`config.mk`:
```
export PLATFORM = sky130hd
export DESIGN_NAME = audio_top
export DESIGN_NICKNAME = d
export VERILOG_FILES = /design/src/logic/mix_pkg.sv /design/src/logic/psg_pkg.sv /design/src/logic/audio_top.sv /design/src/logic/dac_channel.sv /design/src/logic/sample_mixer.sv
export VERILOG_INCLUDE_DIRS = /design/src /design/src/logic
export SDC_FILE = /design/constraint.sdc
export NUM_CORES = 1
export LEC_CHECK = 0
export ABC_AREA = 0
export BUFFER_PORTS_ARGS = -buffer_cell sky130_fd_sc_hd__buf_2
export CAP_MARGIN = 20
export CORE_UTILIZATION = 48
export DETAILED_ROUTE_END_ITERATION = 16
export PLACE_DENSITY = 0.67
export SYNTH_ARGS = -nofsm -noshare
export SYNTH_HDL_FRONTEND = slang
export SYNTH_SLANG_ARGS = --single-unit
```
`constraint.sdc`:
```
create_clock -name clk_32 -period 6.46 [get_ports clk_32]
set_clock_uncertainty 0.2 [all_clocks]
set_input_delay 1.615 -clock clk_32 [delete_from_list [all_inputs] [get_ports clk_32]]
set_output_delay 1.615 -clock clk_32 [all_outputs]
set_load 0.005 [all_outputs]
```
`src/logic/audio_cfg.svh`:
```
// ######################################
// sample widths and midpoints of the audio path
// the blend layout in the mixer assumes MIX_W is
// larger than both SUM_W and DMA_W plus one
// ######################################

`ifndef AUDIO_CFG_SVH
`define AUDIO_CFG_SVH

// one psg channel, unsigned level
`define AUDIO_PSG_W 8

// sum of up to three psg channels
// 3 x 255 still fits in 10 bits
`define AUDIO_SUM_W 10

// one dma sound byte, offset binary
`define AUDIO_DMA_W 8

// blended sample per side, two's complement
`define AUDIO_MIX_W 15

// psg sum midpoint
// subtracted to get a signed value
`define AUDIO_PSG_OFS 512

// dma byte midpoint, 0x80 is silence
`define AUDIO_DMA_OFS 128

`endif
```
`src/logic/mix_pkg.sv`:
```
// ######################################
// dma sound and blended sample types
// dma bytes are offset binary, mix is signed
// ######################################

`include "audio_cfg.svh"

package mix_pkg;

	// dma sound pair as delivered with dma_stb_i
	// 0x80 on a side means silence
	typedef struct packed {
		logic [`AUDIO_DMA_W-1:0] left;  // upper byte
		logic [`AUDIO_DMA_W-1:0] right; // lower byte
	} dma_sample_t;

	// blended output of the mixer, one word per side
	// each field is two's complement
	// top bit of each field is the sign
	typedef struct packed {
		logic [`AUDIO_MIX_W-1:0] left;  // to left dac
		logic [`AUDIO_MIX_W-1:0] right; // to right dac
	} mix_sample_t;

endpackage

```
`src/logic/psg_pkg.sv`:
```
// ######################################
// psg side types of the audio path
// channels are unsigned levels, 0 is silent
// ######################################

`include "audio_cfg.svh"

package psg_pkg;

	// one psg sample as delivered with psg_stb_i
	// ch_a sits in the top byte
	typedef struct packed {
		logic [`AUDIO_PSG_W-1:0] ch_a; // channel a
		logic [`AUDIO_PSG_W-1:0] ch_b; // channel b, shared by both sides
		logic [`AUDIO_PSG_W-1:0] ch_c; // channel c
	} psg_sample_t;

	// channel routing
	// mono puts a+b+c on both sides
	// stereo puts a+b left and c+b right
	typedef enum logic {
		PSG_MONO   = 1'b0,
		PSG_STEREO = 1'b1
	} psg_mode_e;

endpackage

```
`src/logic/audio_top.sv`:
```
// ######################################
// audio output path, psg plus dma sound
// to two sigma-delta bitstreams
// strobe edge to first new bitstream bit is 3 edges
// outputs want an external rc low pass
// ######################################

`timescale 1ns/1ps

module audio_top
	import psg_pkg::*, mix_pkg::*;
(
	input  logic        clk_32,
	input  logic        xsint,        // async, active low
	// psg side
	input  logic        psg_stb_i,    // one cycle per new sample
	input  psg_sample_t psg_sample_i,
	input  psg_mode_e   psg_mode_i,   // mono or stereo routing
	// dma sound side
	input  logic        dma_stb_i,    // one cycle per new sample
	input  dma_sample_t dma_sample_i,
	// bitstreams
	output logic        audio_l_o,
	output logic        audio_r_o
);

	mix_sample_t mix; // blended word per side

	// capture and blend, two stages
	sample_mixer u_mixer (
		.clk_32       ( clk_32       ),
		.xsint        ( xsint        ),
		.psg_stb_i    ( psg_stb_i    ),
		.psg_sample_i ( psg_sample_i ),
		.dma_stb_i    ( dma_stb_i    ),
		.dma_sample_i ( dma_sample_i ),
		.psg_mode_i   ( psg_mode_i   ),
		.mix_o        ( mix          )
	);

	// left bitstream
	dac_channel u_dac_l (
		.clk_32  ( clk_32    ),
		.xsint   ( xsint     ),
		.level_i ( mix.left  ),
		.bit_o   ( audio_l_o )
	);

	// right bitstream
	dac_channel u_dac_r (
		.clk_32  ( clk_32    ),
		.xsint   ( xsint     ),
		.level_i ( mix.right ),
		.bit_o   ( audio_r_o )
	);

endmodule

```
`src/logic/dac_channel.sv`:
```
// ######################################
// first order sigma-delta, one bit out
// density of ones is (level + 16384) / 32768
// output bit lags the input by one edge
// ######################################

`timescale 1ns/1ps

`include "audio_cfg.svh"

module dac_channel (
	input  logic                           clk_32,
	input  logic                           xsint,   // async, active low
	input  logic signed [`AUDIO_MIX_W-1:0] level_i, // two's complement
	output logic                           bit_o    // bitstream
);

	localparam int MIX_W = `AUDIO_MIX_W;

	logic [MIX_W-1:0] ofs;   // level in offset binary
	logic [MIX_W:0]   sum;   // carry on top
	logic [MIX_W-1:0] acc_q; // error accumulator
	logic             bit_q;

	// flipping the sign bit maps -16384..16383 to 0..32767
	assign ofs = {~level_i[MIX_W-1], level_i[MIX_W-2:0]};

	assign sum = {1'b0, acc_q} + {1'b0, ofs};

	// carry out is the pulse, remainder stays in acc
	always_ff @(posedge clk_32 or negedge xsint) begin
		if (!xsint) begin
			acc_q <= '0;
			bit_q <= 1'b0;
		end else begin
			acc_q <= sum[MIX_W-1:0];
			bit_q <= sum[MIX_W]; // never set on the first edge, acc starts at 0
		end
	end

	assign bit_o = bit_q;

endmodule

```
`src/logic/sample_mixer.sv`:
```
// ######################################
// holds psg and dma samples taken on strobes
// and blends them into one 15 bit word per side
// mix reloads only on the edge after a strobe or
// a mode change, so it stays 0 until the first strobe
// ######################################

`timescale 1ns/1ps

`include "audio_cfg.svh"

module sample_mixer
	import psg_pkg::*, mix_pkg::*;
(
	input  logic        clk_32,
	input  logic        xsint,        // async, active low
	input  logic        psg_stb_i,    // one cycle, sample valid
	input  psg_sample_t psg_sample_i,
	input  logic        dma_stb_i,    // one cycle, sample valid
	input  dma_sample_t dma_sample_i,
	input  psg_mode_e   psg_mode_i,   // level
	output mix_sample_t mix_o
);

	localparam int PSG_W   = `AUDIO_PSG_W;
	localparam int SUM_W   = `AUDIO_SUM_W;
	localparam int DMA_W   = `AUDIO_DMA_W;
	localparam int MIX_W   = `AUDIO_MIX_W;
	localparam int PSG_OFS = `AUDIO_PSG_OFS;
	localparam int DMA_OFS = `AUDIO_DMA_OFS;
	localparam int PSG_LO  = MIX_W - SUM_W - 1; // low fill bits of psg term
	localparam int DMA_LO  = MIX_W - DMA_W - 1; // low fill bits of dma term

	// signed 10 bit psg value to 15 bits
	// sign once more on top, own msbs repeated below
	// so full scale lands close to full scale
	function automatic logic [MIX_W-1:0] psg_term(input logic [SUM_W-1:0] s);
		psg_term = {s[SUM_W-1], s, s[SUM_W-1 -: PSG_LO]};
	endfunction

	// same idea for the signed dma byte
	function automatic logic [MIX_W-1:0] dma_term(input logic [DMA_W-1:0] s);
		dma_term = {s[DMA_W-1], s, s[DMA_W-1 -: DMA_LO]};
	endfunction

	psg_sample_t psg_q;   // held psg sample
	dma_sample_t dma_q;   // held dma sample
	psg_mode_e   mode_d;  // mode seen on the last edge
	logic        upd_q;   // a strobe landed on the last edge
	logic        mode_chg;
	mix_sample_t mix_q;
	mix_sample_t mix_d;

	logic [SUM_W-1:0] ch_a, ch_b, ch_c;        // zero extended channels
	logic [SUM_W-1:0] sum_ab, sum_cb, sum_abc;
	logic [SUM_W-1:0] psg_l, psg_r;            // routed sums, unsigned
	logic [SUM_W-1:0] psg_l_s, psg_r_s;        // after midpoint removal
	logic [DMA_W-1:0] dma_l_s, dma_r_s;

	// sample capture, payload registers
	always_ff @(posedge clk_32 or negedge xsint) begin
		if (!xsint) begin
			psg_q <= '0; // all channels silent
			dma_q <= '{left: DMA_W'(DMA_OFS), right: DMA_W'(DMA_OFS)};
		end else begin
			if (psg_stb_i)
				psg_q <= psg_sample_i;
			if (dma_stb_i)
				dma_q <= dma_sample_i;
		end
	end

	// follows the mode input every edge, reset included
	// so a mode held through reset is not a change
	always_ff @(posedge clk_32) begin
		mode_d <= psg_mode_i;
	end

	assign mode_chg = (psg_mode_i != mode_d);

	// channel sums, no overflow at 10 bits
	assign ch_a = SUM_W'(psg_q.ch_a);
	assign ch_b = SUM_W'(psg_q.ch_b);
	assign ch_c = SUM_W'(psg_q.ch_c);

	assign sum_ab  = ch_a + ch_b;
	assign sum_cb  = ch_c + ch_b;
	assign sum_abc = ch_a + ch_b + ch_c;

	always_comb begin
		if (psg_mode_i == PSG_STEREO) begin
			psg_l = sum_ab;
			psg_r = sum_cb;
		end else begin
			psg_l = sum_abc; // mono, same on both sides
			psg_r = sum_abc;
		end
	end

	// to two's complement, wraps on purpose
	assign psg_l_s = psg_l - SUM_W'(PSG_OFS);
	assign psg_r_s = psg_r - SUM_W'(PSG_OFS);
	assign dma_l_s = dma_q.left - DMA_W'(DMA_OFS);
	assign dma_r_s = dma_q.right - DMA_W'(DMA_OFS);

	// 15 bit wrap around blend per side
	assign mix_d.left  = psg_term(psg_l_s) + dma_term(dma_l_s);
	assign mix_d.right = psg_term(psg_r_s) + dma_term(dma_r_s);

	// blend stage
	always_ff @(posedge clk_32 or negedge xsint) begin
		if (!xsint) begin
			upd_q <= 1'b0;
			mix_q <= '0;
		end else begin
			upd_q <= psg_stb_i | dma_stb_i;
			if (upd_q || mode_chg)
				mix_q <= mix_d; // held values are settled here
		end
	end

	assign mix_o = mix_q;

	// psg channel width only matters through the sum width
	initial begin
		if (SUM_W < PSG_W + 2)
			$error("psg sum too narrow for three channels");
	end

endmodule

```
==> flow_summary.ini <==
[power]
p_switching_mw = 1.94
p_leak_nw = 3.59
switching_share_pct = 43.5
power.density_nw_per_um2 = 564
vdd_drop_max_uv = 185
p_comb_share_pct = 63.1
p_int_mw = 2.51
power_frac_seq_pct = 23.6
pwr-share-clk_pct = 13.3

[run_status]
status = finished clean

[place]
gp_congestion = 0.840
dp_hpwl_um = 12500
io_buffers = 46
placed_cell_area_um2 = 7540
place_inst = 936

[yosys]
synth.ff_latch_count = 104
synthFlopType = dfrtp_1
avgSynthCellArea_um2 = 9.88
yosysTopAreaCell = dfrtp_1
postSynth.asyncResetShare_pct = 99.0
yosysSeqAreaShare_pct = 36.5
synth_edf_count = 0
synth_area_leaders = dfrtp_1 35%, ha_1 14%, mux2_2 6.5%
yosysWarnings = 0
syn_inst = 721
yosysUniqueCellTypes = 67
synth_top_cell_area_share_pct = 35.5
synth_area_um2 = 7130
syn-num-nets = 855

[setup_path]
path_buf_inv = 2
critPathTopFamily = compound AO/OA/AOI/OAI gates
slowest_delay_ns = 0.46
cpMaxStageDelayCell = fa_1
critPathKind = flip-flop to flip-flop
start_kind = flip-flop
critPathMaxFanout = 3
cp-end-kind = flip-flop
worstPathCellList = ha_1 -> inv_1 -> fa_1 -> inv_1 -> a21o_1 -> a41o_1 -> nor2_1 -> xnor2_1 -> ha_1 -> or2_2 -> o311ai_0 -> xnor2_1 -> mux2_2 -> fa_1 -> a211o_2 -> o211ai_1 -> a21oi_1 -> a21boi_1 -> xor2_1 -> a21oi_1
crit_arrival_ns = 4.92
critPathRequiredTime_ns = 6.49

[clock_network]
cts_tree = done
cts_buffers = 9
clk_pin_slew_worst_paths_ns = 0.07
ctsResizeCount = 0
numClockSinks = 104
post_cts_buffers = 0
cts_hold_buf = 0
clk_latency_ns = 0.36
clockRootBuffer = clkbuf_16
cts_buffer_depth = 2
htree_levels = 3

[sta]
slew_violations = 0
fmax_mhz = 205
whs_ns = 0.276
timing_hold_violations_final = 0
final.setup.tns_ns = 0
period_minus_slack_ns = 4.88
slew-limit-headroom_pct = 52.9
rsz0062_at_grt = false
fin_crit_sh_pct = 75.6
finalSetupViolations = 0
worst_pin_slew_ns = 0.707

[grt]
grt_pass1_vias = 5456
track_usage_pct = 22.6
antenna_found_initial = 0
grt_max_degree = 56
grt_pass1_wl_um = 26300
grt_overflow = 0

[floorplanning]
chipHeight_um = 124
die_w_um = 124
start_util_pct = 49.0
dieArea_um2 = 15300
row_count = 44
boundaryPins = 47
core-area_um2 = 14500

[min_path]
hold_path_class = flip-flop to flip-flop

[detailed_routing]
drtPass1Iterations = 4
wl_per_cell_um = 16.5
drtAntennaViolNets = 0
vias_per_cell = 5.67
wirelength_um = 15800
vias = 5406
drt_iter0_markers = 267
remaining_drc_errors = 0

[finish]
final_common_cell = dfrtp_1
antenna_cells = 0
nNetsFinal = 898
fin_util_pct = 54.2
final_layout_size_suffix_gt1_share_pct = 17.2
fin_area_um2 = 7880
area_growth_pct = 10.6
stdcell_count = 953
most-common-layout-cells = 101 x dfrtp_1, 82 x ha_1, 72 x a21oi_1

[run]
drv_cap = 0
-- routing by layer --
metal  share of wire (%)  wire length (um)  global-route usage [%]
met5                   0                 0                       0
met4                 2.6               405                    9.11
met3                 3.5               554                    4.49
met2                  48              7560                    37.6
met1                  46              7230                    28.6
-- stage by stage --
stage | worst slack [ns] | power (mW)
floorplan | 2.04 | 3.25
global placement | 1.71 | 3.73
detailed placement | 1.63 | 3.85
CTS | 1.60 | 4.46
global route | 1.14 | 4.85
finish | 1.58 | 4.45
-- path summary, 6_finish.rpt --
check	cells after the start	slack [ns]	to	from
hold / removal	1	0.28	u_dac_r.acc_q[0]	u_dac_r.acc_q[0]
setup reg to reg	20	1.58	u_mixer.mix_o[10]	u_mixer.ch_b[0]
max in group asynchronous	2	3.85	u_dac_l.acc_q[9]	xsint
setup / recovery	20	1.58	u_mixer.mix_o[10]	u_mixer.ch_b[0]
hold reg to reg	1	0.28	u_dac_r.acc_q[0]	u_dac_r.acc_q[0]
min in group asynchronous	1	1.05	u_dac_r.acc_q[3]	xsint
-- Yosys cell counts, types with 3 or more instances --
master    instances
nand2_1          57
o21ai_0          38
mux2_2           41
nor3_1            6
nand3_1          14
xor2_1           17
nor2b_1          13
xnor2_1          43
o22ai_1           5
o21a_1           10
or3_1             3
clkbuf_1         12
buf_1             3
a41o_1            3
a211oi_1          7
a21oi_1          72
ha_1             82
o21bai_1         11
a21o_1           16
o21ai_1           9
or2_2             4
o31ai_1           3
inv_1            31
nor2_1           51
fa_1              7
nand2b_1          6
dfrtp_1         101
mux2i_1           3
-- power by group through the flow --
stage                     combinational (mW)  clock (mW)  sequential [mW]
after floorplan                         2.24           0             1.01
after global placement                  2.67           0             1.06
after detailed placement                2.78           0             1.06
after CTS                               2.80       0.603             1.05
after global routing                    3.14       0.629             1.08
final                                   2.80       0.591             1.05
-- state kept, by name (all words and copies together), names as in the netlist --
name and cells:
u_mixer.mix_o 30, u_mixer.mode_d 1, u_dac_r.bit_o 1, u_dac_l.bit_o 1
u_mixer.upd_q 1, u_mixer.ch_b 8, u_mixer.ch_c 8, u_dac_l.acc_q 15
u_mixer.dma_q 16, u_mixer.ch_a 8, u_dac_r.acc_q 15
-- area by class of cell --
type / instances / area [um2]
well taps: 184 / 230
clock inverters: 4 / 56.3
inverters: 31 / 116
multi-input cells: 569 / 4350
flip-flops and latches: 104 / 2600
fillers: 1303 / 6660
repair buffers: 49 / 263
clock buffers: 12 / 267
-- cells by family (layout without fill, tap and decap cells) --
family | after synthesis | in the layout | synth area share [%]
adder cells (fa/ha/maj) | 89 | 89 | 16.4
flip-flops | 104 | 104 | 36.5
buffers and inverters | 48 | 96 | 2.56
XOR/XNOR | 60 | 60 | 7.37
multiplexers | 45 | 45 | 7.11
AND/OR/NAND/NOR | 163 | 163 | 10.4
AO/OA/AOI/OAI | 212 | 212 | 19.7
Note: power is estimated with default switching activity, not from simulation.
